**config.mk**
```make
export PLATFORM = sky130hd
export DESIGN_NAME = adv_timer_top
export DESIGN_NICKNAME = d
export VERILOG_FILES = /design/src/adv_timer_pkg.sv /design/src/timer_cfg_if.sv /design/src/apb_timer_regs.sv /design/src/timer_counter.sv /design/src/timer_comp_ch.sv /design/src/adv_timer_top.sv
export SDC_FILE = /design/constraint.sdc
export NUM_CORES = 1
export LEC_CHECK = 0
export ABC_CLOCK_PERIOD_IN_PS = 2900
export BUFFER_PORTS_ARGS = -buffer_cell sky130_fd_sc_hd__buf_2
export CORE_MARGIN = 1.5
export CORE_UTILIZATION = 29
export CTS_CLUSTER_SIZE = 20
export DETAILED_ROUTE_END_ITERATION = 7
export GPL_TIMING_DRIVEN = 0
export PLACE_DENSITY = 0.41
export SYNTH_ARGS = -nofsm -noshare
export SYNTH_HDL_FRONTEND = slang
export SYNTH_SLANG_ARGS = --single-unit
```
**constraint.sdc**
```tcl
create_clock -name clk_i -period 2.9 [get_ports clk_i]
set_input_delay 0.435 -clock clk_i [delete_from_list [all_inputs] [get_ports clk_i]]
set_output_delay 0.435 -clock clk_i [all_outputs]
set_load 0.1 [all_outputs]
```
**src/adv_timer_pkg.sv**
```systemverilog
// ~~~~~~~~~~~~~~~~~~~~
// Shared widths, register map and enums of the APB advanced timer
// Imported by the interface and all RTL blocks
// ~~~~~~~~~~~~~~~~~~~~
package adv_timer_pkg;

   // Widths
   localparam int CNT_W   = 16;  // Counter and threshold width
   localparam int PRESC_W = 8;
   localparam int ADDR_W  = 8;   // APB byte address
   localparam int DATA_W  = 32;
   localparam int N_CH    = 4;   // Compare channels

   // Register byte offsets
   localparam logic [ADDR_W-1:0] REG_CMD     = 8'h00;
   localparam logic [ADDR_W-1:0] REG_CFG     = 8'h04;
   localparam logic [ADDR_W-1:0] REG_TH      = 8'h08;
   localparam logic [ADDR_W-1:0] REG_CH0     = 8'h0C;
   localparam logic [ADDR_W-1:0] REG_CH1     = 8'h10;
   localparam logic [ADDR_W-1:0] REG_CH2     = 8'h14;
   localparam logic [ADDR_W-1:0] REG_CH3     = 8'h18;
   localparam logic [ADDR_W-1:0] REG_COUNTER = 8'h1C;
   localparam logic [ADDR_W-1:0] REG_STATUS  = 8'h20;

   // Bits of the REG_CMD word, one pulse each
   localparam int CMD_START_BIT  = 0;
   localparam int CMD_STOP_BIT   = 1;
   localparam int CMD_UPDATE_BIT = 2;
   localparam int CMD_RESET_BIT  = 3;

   // Action taken on a compare match
   typedef enum logic [2:0] {
      OP_SET     = 3'd0,  // High at match
      OP_CLEAR   = 3'd1,  // Low at match
      OP_TOGGLE  = 3'd2,  // Invert at match
      OP_SET_CLR = 3'd3   // High at match, low at period start
   } comp_op_e;

   // Counter run state
   typedef enum logic [1:0] {
      ST_IDLE = 2'd0,
      ST_UP   = 2'd1,
      ST_DOWN = 2'd2
   } cnt_state_e;

endpackage

```
**src/timer_cfg_if.sv**
```systemverilog
// ~~~~~~~~~~~~~~~~~~~~
// Active timer configuration and command pulses
// Driven by the register block, read by the counter and channels
// ~~~~~~~~~~~~~~~~~~~~
`timescale 1ns/1ps

interface timer_cfg_if;
   import adv_timer_pkg::*;

   logic               start_p;   // One-cycle commands
   logic               stop_p;
   logic               rst_p;
   logic [PRESC_W-1:0] presc;
   logic               sawtooth;
   logic [CNT_W-1:0]   cnt_start;
   logic [CNT_W-1:0]   cnt_end;
   logic [CNT_W-1:0]   comp [N_CH];
   comp_op_e           op   [N_CH];

   modport regs (output start_p, stop_p, rst_p, presc, sawtooth,
                 output cnt_start, cnt_end, comp, op);

   modport cnt (input start_p, stop_p, rst_p, presc, sawtooth, cnt_start, cnt_end);

   modport ch (input rst_p, comp, op);

endinterface

```
**src/apb_timer_regs.sv**
```systemverilog
// ~~~~~~~~~~~~~~~~~~~~
// APB register block of the timer, zero wait states
// Stages configuration and applies it on the update command
// ~~~~~~~~~~~~~~~~~~~~
`timescale 1ns/1ps

module apb_timer_regs (
   input  logic                               clk_i,
   input  logic                               rst_n_i,
   input  logic                               psel_i,
   input  logic                               penable_i,
   input  logic                               pwrite_i,
   input  logic [adv_timer_pkg::ADDR_W-1:0]   paddr_i,
   input  logic [adv_timer_pkg::DATA_W-1:0]   pwdata_i,
   input  logic [adv_timer_pkg::CNT_W-1:0]    counter_i,
   input  logic                               running_i,
   input  logic [adv_timer_pkg::N_CH-1:0]     pwm_i,
   output logic [adv_timer_pkg::DATA_W-1:0]   prdata_o,
   output logic                               pslverr_o,
   timer_cfg_if.regs                          cfg
);
   import adv_timer_pkg::*;

   logic                       access;
   logic                       wr_en;
   logic                       rd_en;
   logic                       cmd_wr;
   logic                       addr_hit;
   logic                       ch_hit;
   logic [$clog2(N_CH)-1:0]    ch_idx;
   logic                       update_p;
   logic [DATA_W-1:0]          rdata;

   // Staged configuration
   logic [PRESC_W-1:0]         presc_q;
   logic                       sawtooth_q;
   logic [CNT_W-1:0]           start_q;
   logic [CNT_W-1:0]           end_q;
   logic [CNT_W-1:0]           comp_q [N_CH];
   logic [2:0]                 op_q   [N_CH];  // Raw field, read back as written

   assign access = psel_i & penable_i;
   assign wr_en  = access & pwrite_i;
   assign rd_en  = access & ~pwrite_i;
   assign cmd_wr = wr_en && (paddr_i == REG_CMD);

   always_comb begin
      ch_hit = 1'b1;
      ch_idx = '0;
      case (paddr_i)
         REG_CH0: ch_idx = 2'd0;
         REG_CH1: ch_idx = 2'd1;
         REG_CH2: ch_idx = 2'd2;
         REG_CH3: ch_idx = 2'd3;
         default: ch_hit = 1'b0;
      endcase
   end

   always_ff @(posedge clk_i or negedge rst_n_i) begin
      if (!rst_n_i) begin
         presc_q    <= '0;
         sawtooth_q <= 1'b0;
         start_q    <= '0;
         end_q      <= '0;
         for (int i = 0; i < N_CH; i++) begin
            comp_q[i] <= '0;
            op_q[i]   <= '0;
         end
      end else if (wr_en) begin
         case (paddr_i)
            REG_CFG: begin
               presc_q    <= pwdata_i[PRESC_W-1:0];
               sawtooth_q <= pwdata_i[8];
            end
            REG_TH: begin
               start_q <= pwdata_i[15:0];
               end_q   <= pwdata_i[31:16];
            end
            default: ;
         endcase
         if (ch_hit) begin
            comp_q[ch_idx] <= pwdata_i[15:0];
            op_q[ch_idx]   <= pwdata_i[18:16];
         end
      end
   end

   // Command word to single-cycle pulses
   always_ff @(posedge clk_i or negedge rst_n_i) begin
      if (!rst_n_i) begin
         cfg.start_p <= 1'b0;
         cfg.stop_p  <= 1'b0;
         cfg.rst_p   <= 1'b0;
         update_p    <= 1'b0;
      end else begin
         cfg.start_p <= cmd_wr & pwdata_i[CMD_START_BIT];
         cfg.stop_p  <= cmd_wr & pwdata_i[CMD_STOP_BIT];
         cfg.rst_p   <= cmd_wr & pwdata_i[CMD_RESET_BIT];
         update_p    <= cmd_wr & pwdata_i[CMD_UPDATE_BIT];
      end
   end

   // Active copy, loaded the cycle after the update pulse
   always_ff @(posedge clk_i or negedge rst_n_i) begin
      if (!rst_n_i) begin
         cfg.presc     <= '0;
         cfg.sawtooth  <= 1'b0;
         cfg.cnt_start <= '0;
         cfg.cnt_end   <= '0;
         for (int i = 0; i < N_CH; i++) begin
            cfg.comp[i] <= '0;
            cfg.op[i]   <= OP_SET;
         end
      end else if (update_p) begin
         cfg.presc     <= presc_q;
         cfg.sawtooth  <= sawtooth_q;
         cfg.cnt_start <= start_q;
         cfg.cnt_end   <= end_q;
         for (int i = 0; i < N_CH; i++) begin
            cfg.comp[i] <= comp_q[i];
            cfg.op[i]   <= comp_op_e'(op_q[i]);
         end
      end
   end

   // Read-back mux, zero for REG_CMD and unmapped offsets
   always_comb begin
      rdata    = '0;
      addr_hit = 1'b1;
      case (paddr_i)
         REG_CMD: ;
         REG_CFG: begin
            rdata[PRESC_W-1:0] = presc_q;
            rdata[8]           = sawtooth_q;
         end
         REG_TH: rdata = {end_q, start_q};
         REG_COUNTER: rdata[CNT_W-1:0] = counter_i;
         REG_STATUS: begin
            rdata[0]   = running_i;
            rdata[7:4] = pwm_i;
         end
         default: begin
            if (ch_hit) begin
               rdata[15:0]  = comp_q[ch_idx];
               rdata[18:16] = op_q[ch_idx];
            end else begin
               addr_hit = 1'b0;
            end
         end
      endcase
   end

   assign prdata_o  = rd_en ? rdata : '0;
   assign pslverr_o = access & ~addr_hit;

endmodule

```
**src/timer_counter.sv**
```systemverilog
// ~~~~~~~~~~~~~~~~~~~~
// Prescaled 16-bit timer counter, sawtooth or centred
// Emits tick and period start pulses for the compare channels
// ~~~~~~~~~~~~~~~~~~~~
`timescale 1ns/1ps

module timer_counter (
   input  logic                              clk_i,
   input  logic                              rst_n_i,
   timer_cfg_if.cnt                          cfg,
   output logic [adv_timer_pkg::CNT_W-1:0]   counter_o,
   output logic                              tick_o,
   output logic                              period_start_o,
   output logic                              running_o
);
   import adv_timer_pkg::*;

   cnt_state_e         state;
   logic [PRESC_W-1:0] presc_cnt;
   logic [CNT_W-1:0]   cnt_inc;
   logic [CNT_W-1:0]   cnt_dec;

   assign cnt_inc   = counter_o + 1'b1;
   assign cnt_dec   = counter_o - 1'b1;
   assign running_o = (state != ST_IDLE);

   always_ff @(posedge clk_i or negedge rst_n_i) begin
      if (!rst_n_i) begin
         state          <= ST_IDLE;
         counter_o      <= '0;
         presc_cnt      <= '0;
         tick_o         <= 1'b0;
         period_start_o <= 1'b0;
      end else begin
         tick_o         <= 1'b0;
         period_start_o <= 1'b0;
         if (cfg.rst_p) begin
            // Reload only, run state is kept
            counter_o      <= cfg.cnt_start;
            presc_cnt      <= '0;
            period_start_o <= 1'b1;
         end else if (state != ST_IDLE) begin
            if (presc_cnt == cfg.presc) begin
               presc_cnt <= '0;
               tick_o    <= 1'b1;
               if (cfg.sawtooth) begin
                  state <= ST_UP;
                  if (counter_o >= cfg.cnt_end || counter_o < cfg.cnt_start) begin
                     counter_o      <= cfg.cnt_start;  // Wrap
                     period_start_o <= 1'b1;
                  end else begin
                     counter_o <= cnt_inc;
                  end
               end else if (state == ST_UP) begin
                  if (counter_o >= cfg.cnt_end) begin
                     state <= ST_DOWN;  // Turn at the top
                     if (counter_o > cfg.cnt_start)
                        counter_o <= cnt_dec;
                  end else begin
                     counter_o <= cnt_inc;
                  end
               end else begin
                  if (counter_o <= cfg.cnt_start) begin
                     state <= ST_UP;
                     if (counter_o < cfg.cnt_end)
                        counter_o <= cnt_inc;
                  end else begin
                     counter_o <= cnt_dec;
                     // Bottom of the triangle starts a new period
                     if (cnt_dec == cfg.cnt_start)
                        period_start_o <= 1'b1;
                  end
               end
            end else begin
               presc_cnt <= presc_cnt + 1'b1;
            end
         end
         // Run control last so stop wins over a step
         if (cfg.stop_p)
            state <= ST_IDLE;
         else if (cfg.start_p && state == ST_IDLE)
            state <= ST_UP;
      end
   end

endmodule

```
**src/timer_comp_ch.sv**
```systemverilog
// ~~~~~~~~~~~~~~~~~~~~
// One compare channel driving a PWM output
// CH_IDX picks its entry in the configuration arrays
// ~~~~~~~~~~~~~~~~~~~~
`timescale 1ns/1ps

module timer_comp_ch #(
   parameter int CH_IDX = 0
) (
   input  logic                              clk_i,
   input  logic                              rst_n_i,
   timer_cfg_if.ch                           cfg,
   input  logic [adv_timer_pkg::CNT_W-1:0]   counter_i,
   input  logic                              tick_i,
   input  logic                              period_start_i,
   output logic                              pwm_o
);
   import adv_timer_pkg::*;

   logic match;

   // Only a fresh counter value can match
   assign match = tick_i && (counter_i == cfg.comp[CH_IDX]);

   always_ff @(posedge clk_i or negedge rst_n_i) begin
      if (!rst_n_i) begin
         pwm_o <= 1'b0;
      end else if (cfg.rst_p) begin
         pwm_o <= 1'b0;
      end else if (match) begin
         case (cfg.op[CH_IDX])
            OP_SET:     pwm_o <= 1'b1;
            OP_CLEAR:   pwm_o <= 1'b0;
            OP_TOGGLE:  pwm_o <= ~pwm_o;
            OP_SET_CLR: pwm_o <= 1'b1;
            default:    pwm_o <= pwm_o;  // Unused codes hold
         endcase
      end else if (period_start_i && cfg.op[CH_IDX] == OP_SET_CLR) begin
         pwm_o <= 1'b0;
      end
   end

endmodule

```
**src/adv_timer_top.sv**
```systemverilog
// ~~~~~~~~~~~~~~~~~~~~
// APB advanced timer top, one counter with four compare channels
// ~~~~~~~~~~~~~~~~~~~~
`timescale 1ns/1ps

module adv_timer_top (
   input  logic                              clk_i,
   input  logic                              rst_n_i,
   input  logic                              psel_i,
   input  logic                              penable_i,
   input  logic                              pwrite_i,
   input  logic [adv_timer_pkg::ADDR_W-1:0]  paddr_i,
   input  logic [adv_timer_pkg::DATA_W-1:0]  pwdata_i,
   output logic [adv_timer_pkg::DATA_W-1:0]  prdata_o,
   output logic                              pslverr_o,
   output logic [adv_timer_pkg::N_CH-1:0]    pwm_o
);
   import adv_timer_pkg::*;

   logic [CNT_W-1:0] counter;
   logic             tick;
   logic             period_start;
   logic             running;

   timer_cfg_if cfg_if ();

   apb_timer_regs u_regs (
      .clk_i     (clk_i),
      .rst_n_i   (rst_n_i),
      .psel_i    (psel_i),
      .penable_i (penable_i),
      .pwrite_i  (pwrite_i),
      .paddr_i   (paddr_i),
      .pwdata_i  (pwdata_i),
      .counter_i (counter),
      .running_i (running),
      .pwm_i     (pwm_o),
      .prdata_o  (prdata_o),
      .pslverr_o (pslverr_o),
      .cfg       (cfg_if.regs)
   );

   timer_counter u_cnt (
      .clk_i          (clk_i),
      .rst_n_i        (rst_n_i),
      .cfg            (cfg_if.cnt),
      .counter_o      (counter),
      .tick_o         (tick),
      .period_start_o (period_start),
      .running_o      (running)
   );

   for (genvar i = 0; i < N_CH; i++) begin : g_ch
      timer_comp_ch #(.CH_IDX(i)) u_ch (
         .clk_i          (clk_i),
         .rst_n_i        (rst_n_i),
         .cfg            (cfg_if.ch),
         .counter_i      (counter),
         .tick_i         (tick),
         .period_start_i (period_start),
         .pwm_o          (pwm_o[i])
      );
   end

endmodule

```
==> flow_summary.yaml, run 1 <==
floorplan:
  dieHeight_um: 226
  core_area_um2: 49100
  initial_core_util_pct: 29.5
  ios: 82
  die_width_um: 226
  std_cell_rows: 81
  die_area_um2: 51300
job:
  maxCapViolations: 0
synth:
  synthTopCellsByArea: "dfrtp_1 47%, mux2_2 16%, xnor2_1 5.3%"
  syn-num-nets: 1394
  yosys.cell_count.top_type: "dfrtp_1"
  synth-edff-count: 0
  synth_cell_types: 76
  mappedNetlistArea_um2: 14500
  most_frequently_used_flop_master_after_synthesis: "dfrtp_1"
  postSynth.asyncResetShare_pct: 100
  post_synth_inst_count: 1314
  syn-mean-instance-area_um2: 11.0
  synth_seq_area_share_pct: 46.7
  synth-warning-count: 0
  synth-seq-cells: 270
  synth_top_area_cell: "dfrtp_1"
  post-synth-top-area-fraction_pct: 46.7
  synth_top_cells_by_count: "270 x dfrtp_1, 203 x mux2_2, 89 x nand2_1"
timing:
  fin_setup_tns_ns: -1.68
  worst_pin_slew_ns: 1.12
  skew_ns: 0.0177
  slew_violations: 0
  rsz_0062_raised_after_global_routing: "yes"
  period_share_pct: 107
  period_minus_slack_ns: 3.09
  max_clock_freq_ghz: 0.323
  hold_slack_ns: 0.114
  setup_ws_ns: -0.191
  hold_violations: 0
  setup-violations-final: 19
  worst_slew_margin_rel_pct: 24.9
layout:
  syn2layout_area_growth_pct: 34.3
  fin_area_um2: 19400
  post_route_cells_drive_above_1_share_pct: 43.0
  post-route-util_pct: 39.6
  nNetsFinal: 1591
  diodes: 0
drt:
  vias: 11400
  drc_errors: 0
  avgViaCountPerCell: 5.17
  firstDrtPassIters: 5
  wl_per_cell_um: 24.7
  detail_route.iter0.violations: 652
  antenna_left: 0
  routed_wl_um: 54300
global_route:
  number_of_global_route_vias_before_repair: 11700
  grt_util_met3_pct: 2.82
  globalRoute.busiestLayer: "met2"
  largest_net_degree_at_the_start_of_global_routing: 110
  grt_pass1_wl_um: 79800
  global_route.usage.met1_pct: 28.3
  antenna_found_initial: 1
  track_usage_pct: 21.5
  groute.layer.met2.usage_pct: 36.4
  globalRoute.totalOverflow: 0
min_path:
  worstHoldPathCells: 2
  holdCritPathClass: "in2reg"
  min_delay_worst_endpoint: "u_regs.end_q[12]"
  timing.hold.worst.start: "pwdata_i[28]"
placed_design:
  detailed_place.area_um2: 16000
  io_buffer_count: 78
  gp_congestion: 0.895
  dp_hpwl_um: 39300
worst_setup_path:
  timing.critical_path.max_delay_family: "simple AND/OR/NAND/NOR gates"
  critical_path_class: "in2out"
  r2r_setup_slack_ns: -0.16
  worst-endpoint-required_ns: 2.47
  timing.critical_path.from_type: "input pin"
  cp_slowest_stage_delay_ns: 0.63
  critical_path.endpoint_type: "output port"
  cp_slowest_cell: "a222oi_1"
  critical_path_depth: 10
  worst-r2r-cell-count: 11
  timing.critical_path.buf_inv: 3
  worstPathCellList: "buf_6 > nor4_4 > and2b_2 > nand3_4 > clkbuf_16 > a22oi_2 > nand2_2 > a222oi_1 > nor2_2 > buf_12"
  reg2reg_to: "u_cnt.period_start_o"
  worstPathMaxFanout: 5
  arrival_ns: 2.66
  crit-reg2reg-launch: "u_cnt.counter_o[1]"
clock_network:
  clkSinkCount: 270
  cts_tree: "done"
  clock_tree.buffer_depth: 3
  cts-root-buf: "clkbuf_16"
  number_of_buffers_added_by_the_clock_tree_synthesis_step: 36
  cts.htree.levels: 2
  clkLatencyLatePin_ns: 0.57
  clk_pin_slew_ns: 0.05
run_status:
  failed_checks: "negative setup slack"
  status: "complete, but fails checks"
power_and_ir_drop:
  power_total_mw: 15.9
  static-leakage-power_nw: 8.38
  power_density_nw_per_um2: 816
  max-vdd-ir-drop_uv: 432
## area by class of cell
class / count / area (um2)
Buffer: 82 / 558
Clock buffer: 48 / 986
Clock inverter: 11 / 164
Fill cell: 4827 / 29600
Inverter: 36 / 145
Multi-Input combinational cell: 921 / 8390
Sequential cell: 270 / 6770
Tap cell: 664 / 831
Timing Repair Buffer: 164 / 1600
## report_power, final
part           switching (mW)  internal [mW]
sequential              0.341           4.00
clock                    1.78           2.66
combinational            4.04           3.04
## metal layers
metal / part of all wire, % / wire length [um]
met1: 44 / 24100
met2: 49 / 26400
met3: 3.4 / 1860
met4: 3.5 / 1910
met5: 0 / 0
## worst max-delay path by stage
stage | startpoint | endpoint | slack, ns
floorplan | paddr_i[1] | prdata_o[12] | -0.06
global placement | rst_n_i | u_regs.comp_q[59] | -4.17
detailed placement | paddr_i[3] | prdata_o[6] | -1.31
CTS | u_cnt.counter_o[1] | u_cnt.period_start_o | -0.32
global route | paddr_i[1] | prdata_o[9] | -0.33
finish | paddr_i[1] | prdata_o[9] | -0.19
## cells in the final DEF, fill, tap and decap left out, types with 17 or more instances in the layout
| cell | Yosys | layout |
|---|---|---|
| dfrtp_1 | 270 | 258 |
| mux2_2 | 203 | 203 |
| xnor2_1 | 87 | 86 |
| nand2_1 | 89 | 78 |
| buf_4 | 8 | 70 |
| buf_2 | 14 | 54 |
| o21ai_0 | 65 | 51 |
| clkbuf_16 | 0 | 39 |
| clkbuf_1 | 55 | 36 |
| nor2_1 | 50 | 31 |
| xor2_1 | 31 | 31 |
| nand3_1 | 32 | 28 |
| inv_1 | 35 | 26 |
| and3_1 | 28 | 26 |
| a21oi_1 | 34 | 26 |
| buf_12 | 0 | 24 |
| buf_6 | 1 | 23 |
| nand4_1 | 23 | 23 |
| ha_4 | 0 | 22 |
| a22oi_2 | 0 | 17 |
| a222oi_1 | 17 | 17 |
## repair_timing
item	4_1_cts	5_1_grt
pin swaps	73	83
buffers inserted	39	39
gates cloned	2	2
hold buffers	1	0
gates resized for setup	251	132
hold endpoints to repair	68	0
endpoints found under the setup margin	54	51
## state kept, by name (all words and copies together) (netlist names), 2 cells and up
name,cells
u_regs.cfg.comp,64
u_regs.comp_q,64
u_cnt.counter_o,16
u_regs.cfg.cnt_end,16
u_regs.cfg.cnt_start,16
u_regs.end_q,16
u_regs.start_q,16
u_regs.cfg.op,12
u_regs.op_q,12
u_cnt.presc_cnt,8
u_regs.cfg.presc,8
u_regs.presc_q,8
g_ch.u_ch.pwm_o,4
u_cnt.state,2
## worst reg2reg max path, delay by kind of cell (launching register included)
kind	cells	cell delay, ns
simple gates	6	1.83
flops	1	0.42
compound gates	1	0.24
buf+inv	2	0.19
xor+xnor	1	0.15
fa+ha+maj	1	0.13
## metrics by stage
stage	setup slack, ns	instances
after floorplan	-0.0632	1314
after global placement	-4.17	2056
after detailed placement	-1.31	2060
after CTS	-0.323	2159
after global routing	-0.325	2196
final	-0.191	2196
## kinds of logic after synthesis
kind of cell / share of synthesized area, %
AO/OA/AOI/OAI: 10.8
XOR/XNOR: 7.14
multiplexers: 16.5
AND/OR/NAND/NOR: 12.3
flip-flops: 46.7
buffers and inverters: 3.57
adder cells (fa/ha/maj): 3.03
Note: power is estimated with default switching activity, not from simulation.
==> run 2: changes to the inputs <==
--- a/config.mk
+++ b/config.mk
@@ -6,7 +6,7 @@
 export NUM_CORES = 1
 export LEC_CHECK = 0
 export ABC_CLOCK_PERIOD_IN_PS = 2900
-export BUFFER_PORTS_ARGS = -buffer_cell sky130_fd_sc_hd__buf_2
+export BUFFER_PORTS_ARGS = -buffer_cell sky130_fd_sc_hd__buf_4
 export CORE_MARGIN = 1.5
 export CORE_UTILIZATION = 29
 export CTS_CLUSTER_SIZE = 20
==> flow_summary.yaml, run 2 (synthesized netlist as in run 1, its figures left out) <==
placed_design:
  placement.setup.worst_slack_ns: -1.15
  dp_hpwl_um: 39300
  io_buffer_count: 78
  gp_congestion: 0.890
power_and_ir_drop:
  power.clock.fraction_pct: 28.6
  p_int_mw: 10.3
  power_density_nw_per_um2: 844
  p_sw_mw: 6.38
  power_frac_comb_pct: 45.3
  max-vdd-ir-drop_uv: 417
  static-leakage-power_nw: 8.55
  p_seq_share_pct: 26.1
  swShare_pct: 38.3
clock_network:
  cts.htree.levels: 2
  clkSinkCount: 270
  clock_tree.buffer_depth: 3
  cts-root-buf: "clkbuf_16"
  number_of_buffers_added_by_the_clock_tree_synthesis_step: 36
  clk_pin_slew_ns: 0.05
  clkLatencyLatePin_ns: 0.58
  cts_tree: "done"
timing:
  slew_violations: 0
  fin_setup_tns_ns: -1.26
  period_share_pct: 105
  period_minus_slack_ns: 3.03
  max_clock_freq_ghz: 0.330
  setup_ws_ns: -0.131
  worst_pin_slew_ns: 1.10
  worst_slew_margin_rel_pct: 26.3
  setup-violations-final: 23
  skew_ns: 0.0165
  rsz_0062_raised_after_global_routing: "yes"
  hold_violations: 0
worst_setup_path:
  worstPathCellList: "buf_6 > nor4_4 > and2b_2 > nand3_4 > clkbuf_16 > a22oi_2 > nand2_2 > a222oi_1 > nor2_2 > buf_12"
  timing.critical_path.buf_inv: 3
  timing.critical_path.max_delay_family: "simple AND/OR/NAND/NOR gates"
  cp_slowest_cell: "a222oi_1"
  worstPathMaxFanout: 8
  worst-endpoint-required_ns: 2.47
  critical_path.endpoint_type: "output port"
  critical_path_class: "in2out"
  cp_slowest_stage_delay_ns: 0.58
  timing.critical_path.from_type: "input pin"
  arrival_ns: 2.60
floorplan:
  die_area_um2: 51300
  core_area_um2: 49100
  ios: 82
  die_width_um: 226
  dieHeight_um: 226
  initial_core_util_pct: 29.5
  std_cell_rows: 81
global_route:
  globalRoute.totalOverflow: 0
  largest_net_degree_at_the_start_of_global_routing: 113
  grt_pass1_wl_um: 79800
  track_usage_pct: 21.5
  number_of_global_route_vias_before_repair: 11700
  antenna_found_initial: 0
drt:
  vias: 11400
  avgViaCountPerCell: 5.19
  met3_wl_post_dr_um: 1930
  firstDrtPassIters: 5
  wl_met1_um: 24300
  wl_per_cell_um: 24.6
  antenna_left: 0
  detailroute.wirelength.met2_um: 27200
  drc_errors: 0
  detail_route.iter0.violations: 684
  dr.max_layer_used: "met4"
  routed_wl_um: 54300
layout:
  nNetsFinal: 1596
  largestRegisters: "u_regs.cfg.comp: 64 flops, u_regs.comp_q: 64 flops"
  post_route_cells_drive_above_1_share_pct: 43.4
  diodes: 0
  syn2layout_area_growth_pct: 36.3
  mostFrequentLayoutCell: "dfrtp_1"
  most_frequent_cells_in_the_layout: "259 x dfrtp_1, 203 x mux2_2, 126 x buf_4, 86 x xnor2_1, 72 x nand2_1"
  post-route-util_pct: 40.2
run_status:
  status: "complete, but fails checks"
  failed_checks: "negative setup slack"
min_path:
  holdCritPathClass: "in2reg"
job:
  maxCapViolations: 0
## run 2: changes by cell type in the layout (fill, tap and decap cells not counted), moves of 4 or more
cell	change
clkbuf_4	-11
a22oi_2	-6
a22oi_1	+6
o21ai_0	-4
ha_1	+4
nand2_4	+5
ha_4	-4
buf_4	+56
buf_2	-40
nand2_1	-6
## run 2: per-stage QoR
stage / hold WS, ns / instances / cell area [um2] / power, mW
2_1_floorplan: 0.139 / 1314 / 14700 / 7.51
3_3_place_gp: 0.451 / 2056 / 16100 / 9.31
3_5_place_dp: 0.454 / 2059 / 16200 / 9.31
4_1_cts: 0.0794 / 2172 / 18800 / 15.5
5_1_grt: 0.0930 / 2206 / 19700 / 17.4
6_report: 0.0964 / 2206 / 19700 / 16.6
## run 2: worst reg2reg max path: stages, from the launching register on
cell and delay [ns]:
dfrtp_2 0.46, ha_4 0.29, nand4_1 0.19, nor4_4 0.37, a21bo_4 0.31, and3b_2 0.24
a211o_4 0.35, and2_4 0.19, clkbuf_16 0.17, buf_8 0.14, nor2_4 0.09, a41oi_2 0.05
## run 2: power groups by stage
stage / Clock [mW] / Sequential, mW / Combinational [mW]
floorplan: 0 / 4.22 / 3.30
global placement: 0 / 4.40 / 4.92
detailed placement: 0 / 4.39 / 4.92
CTS: 4.89 / 4.31 / 6.28
global route: 5.03 / 4.37 / 7.98
finish: 4.76 / 4.34 / 7.54
## run 2: cell type report
class,instances,area [um2]
inverters,36,145
repair buffers,169,1740
flip-flops and latches,270,6770
clock inverters,14,205
multi-input cells,921,8380
clock buffers,50,1050
plain buffers,82,597
fillers,4879,29300
well taps,664,831
## run 2: routing by layer
layer | GRT usage, % | up-vias
li1 | - | 5222
met1 | 28.3 | 5931
met2 | 37.0 | 226
met3 | 2.73 | 61
met4 | 5.66 | 0
met5 | 0 | -
## run 2: worst paths after layout
check	startpoint	to	slack [ns]	cells past startpoint
setup / recovery	paddr_i[6]	prdata_o[9]	-0.13	10
hold / removal	pwdata_i[22]	u_regs.end_q[6]	0.1	2
setup reg to reg	u_cnt.counter_o[6]	u_cnt.counter_o[4]	-0.11	11
hold reg to reg	u_regs.cfg.op[3]	g_ch[2].u_ch.pwm_o	0.47	1
max in group asynchronous	rst_n_i	u_cnt.counter_o[13]	1.25	3
min in group asynchronous	rst_n_i	u_cnt.presc_cnt[4]	0.47	2
## run 2: what timing repair did
item | in CTS | in global routing
resized for setup | 225 | 135
buffers inserted | 49 | 35
pin swaps | 70 | 78
endpoints found under the setup margin | 54 | 37
hold buffers | 1 | 0
hold endpoints to repair | 81 | 0
gates cloned | 1 | 2
==> run 3: changes to the inputs <==
--- a/config.mk
+++ b/config.mk
@@ -9,6 +9,7 @@
 export BUFFER_PORTS_ARGS = -buffer_cell sky130_fd_sc_hd__buf_4
 export CORE_MARGIN = 1.5
 export CORE_UTILIZATION = 29
+export CTS_BUF_LIST = sky130_fd_sc_hd__clkbuf_4
 export CTS_CLUSTER_SIZE = 20
 export DETAILED_ROUTE_END_ITERATION = 7
 export GPL_TIMING_DRIVEN = 0
==> flow_summary.yaml, run 3 (synthesized netlist as in run 1, its figures left out) <==
power_and_ir_drop:
  power_density_nw_per_um2: 769
  power.clock.fraction_pct: 24.1
  static-leakage-power_nw: 8.55
  p_int_mw: 8.95
  max-vdd-ir-drop_uv: 354
  p_seq_share_pct: 28.8
  power_frac_comb_pct: 47.2
  power_total_mw: 15.1
  swShare_pct: 40.6
  p_sw_mw: 6.12
global_route:
  globalRoute.busiestLayer: "met2"
  antenna_found_initial: 1
  number_of_global_route_vias_before_repair: 12300
  track_usage_pct: 21.8
  groute.layer.met2.usage_pct: 36.6
  global_route.usage.met1_pct: 28.3
  grt_pass1_wl_um: 81100
  grt_util_met3_pct: 3.91
  globalRoute.totalOverflow: 0
  largest_net_degree_at_the_start_of_global_routing: 113
clock_network:
  cts_tree: "done"
  clkSinkCount: 270
  cts-root-buf: "clkbuf_4"
  number_of_buffers_added_by_the_clock_tree_synthesis_step: 81
  clkLatencyLatePin_ns: 0.79
  cts.htree.levels: 3
  clock_tree.buffer_depth: 3
  clk_pin_slew_ns: 0.07
worst_setup_path:
  timing.critical_path.buf_inv: 5
  arrival_ns: 2.60
  timing.critical_path.from_type: "input pin"
  timing.critical_path.mode_cell: "buf_12"
  timing.critical_path.max_delay_family: "simple AND/OR/NAND/NOR gates"
  worst-endpoint-required_ns: 2.47
  cp_slowest_cell: "nor4_4"
  cp_slowest_stage_delay_ns: 0.31
  worstPathCellList: "buf_6 > nor4_4 > and2b_2 > buf_12 > nand2_8 > nor3b_4 > buf_8 > buf_12 > a22oi_2 > nand2_2 > a222oi_1 > nor2_2 > buf_12"
  critical_path_class: "in2out"
  critical_path.endpoint_type: "output port"
  worstPathMaxFanout: 7
drt:
  antenna_left: 0
  detail_route.iter0.violations: 608
  drc_errors: 0
  vias: 11900
  firstDrtPassIters: 5
  avgViaCountPerCell: 5.16
  wl_per_cell_um: 23.7
  routed_wl_um: 54600
run_status:
  failed_checks: "negative setup slack"
  status: "complete, but fails checks"
layout:
  syn2layout_area_growth_pct: 35.4
  largestRegisters: "u_regs.cfg.comp: 64 flops, u_regs.comp_q: 64 flops"
  post_route_cells_drive_above_1_share_pct: 44.1
  nNetsFinal: 1665
  most_frequent_cells_in_the_layout: "259 x dfrtp_1, 203 x mux2_2, 128 x buf_4, 121 x clkbuf_4, 85 x xnor2_1"
  mostFrequentLayoutCell: "dfrtp_1"
  fillerInstances: 4951
timing:
  period_minus_slack_ns: 3.04
  setup-violations-final: 20
  worst_pin_slew_ns: 1.08
  worst_slew_margin_rel_pct: 27.2
  slew_violations: 0
  setup_ws_ns: -0.135
  hold_slack_ns: 0.215
  hold_violations: 0
  max_clock_freq_ghz: 0.329
  skew_ns: 0.0449
  period_share_pct: 105
  rsz_0062_raised_after_global_routing: "yes"
floorplan:
  dieHeight_um: 226
  ios: 82
  initial_core_util_pct: 29.5
  die_area_um2: 51300
  core_area_um2: 49100
  die_width_um: 226
  std_cell_rows: 81
placed_design:
  io_buffer_count: 78
  dp_hpwl_um: 39300
  placement.setup.worst_slack_ns: -1.15
  gp_congestion: 0.890
job:
  maxCapViolations: 0
min_path:
  holdCritPathClass: "in2reg"
[run 3: cell count changes in the layout (fill, tap and decap cells not counted), moves of 7 or more]
| cell | previous run | this run |
|---|---|---|
| clkbuf_4 | 0 | 121 |
| clkbuf_16 | 42 | 4 |
| dlygate4sd3_1 | 1 | 33 |
| a22oi_2 | 11 | 18 |
| clkinv_1 | 1 | 10 |
| a22oi_1 | 12 | 5 |
[run 3: what timing repair did]
action                                  CTS  global route
pin swaps                                64            60
endpoints found under the setup margin   54            36
gates resized for setup                 259            85
endpoints found under the hold margin   202             0
cloned                                    1             3
setup buffers                            52            22
hold buffers                             33             0
[run 3: final cells by class]
cell class / count / area (um2) / share of cell area, %
Multi-Input combinational cell: 921 / 8310 / 42.4
Sequential cell: 270 / 6770 / 34.6
Timing Repair Buffer: 192 / 1960 / 10.0
Clock buffer: 115 / 863 / 4.41
Tap cell: 664 / 831 / 4.24
Buffer: 83 / 603 / 3.08
Inverter: 36 / 143 / 0.728
Clock inverter: 16 / 105 / 0.536
Antenna cell: 1 / 2.50 / 0.0128
[run 3: final timing paths]
check / startpoint / end / slack, ns / depth (start not counted)
worst max-delay path: paddr_i[6] / prdata_o[9] / -0.14 / 13
worst min-delay path: paddr_i[4] / u_regs.start_q[1] / 0.22 / 3
worst max register to register: u_cnt.counter_o[0] / u_cnt.period_start_o / -0.10 / 11
worst min register to register: u_regs.cfg.stop_p / u_cnt.state[1] / 0.46 / 1
max in group asynchronous: rst_n_i / u_cnt.counter_o[13] / 1.45 / 3
min in group asynchronous: rst_n_i / u_regs.comp_q[0] / 0.30 / 2
[run 3: worst register-to-register path: stages, from the launching register on]
cell and delay, ns:
dfrtp_1 0.40, buf_6 0.14, inv_6 0.08, ha_4 0.13
or3b_4 0.39, or3_4 0.39, or3_4 0.41, xnor2_2 0.15
nand4_1 0.13, nor4_2 0.30, nand4_1 0.18, o31ai_2 0.24
[run 3: power by group through the flow]
stage | Clock, mW | Combinational, mW | Sequential, mW
after floorplan | 0 | 3.30 | 4.22
after global placement | 0 | 4.92 | 4.40
after detailed placement | 0 | 4.92 | 4.39
after CTS | 3.78 | 6.30 | 4.32
after global routing | 3.98 | 7.52 | 4.36
final | 3.63 | 7.11 | 4.33
[run 3: per-layer routing]
layer | vias up | routed length, um | share of wire (%)
li1 | 5395 | - | -
met1 | 6080 | 24300 | 45
met2 | 287 | 26600 | 49
met3 | 95 | 2130 | 3.9
met4 | 0 | 1550 | 2.8
met5 | - | 0 | 0
[run 3: through the flow]
step / TNS (ns) / std cells / util (%) / area (um2)
4_1_cts: -1.06 / 2274 / 38.7 / 19000
5_1_grt: -3.38 / 2298 / 39.9 / 19600
6_report: -1.48 / 2298 / 39.9 / 19600
2_1_floorplan: -0.307 / 1314 / - / 14700
3_3_place_gp: -404.29 / 2056 / 32.8 / 16100
3_5_place_dp: -44.22 / 2059 / 33.0 / 16200
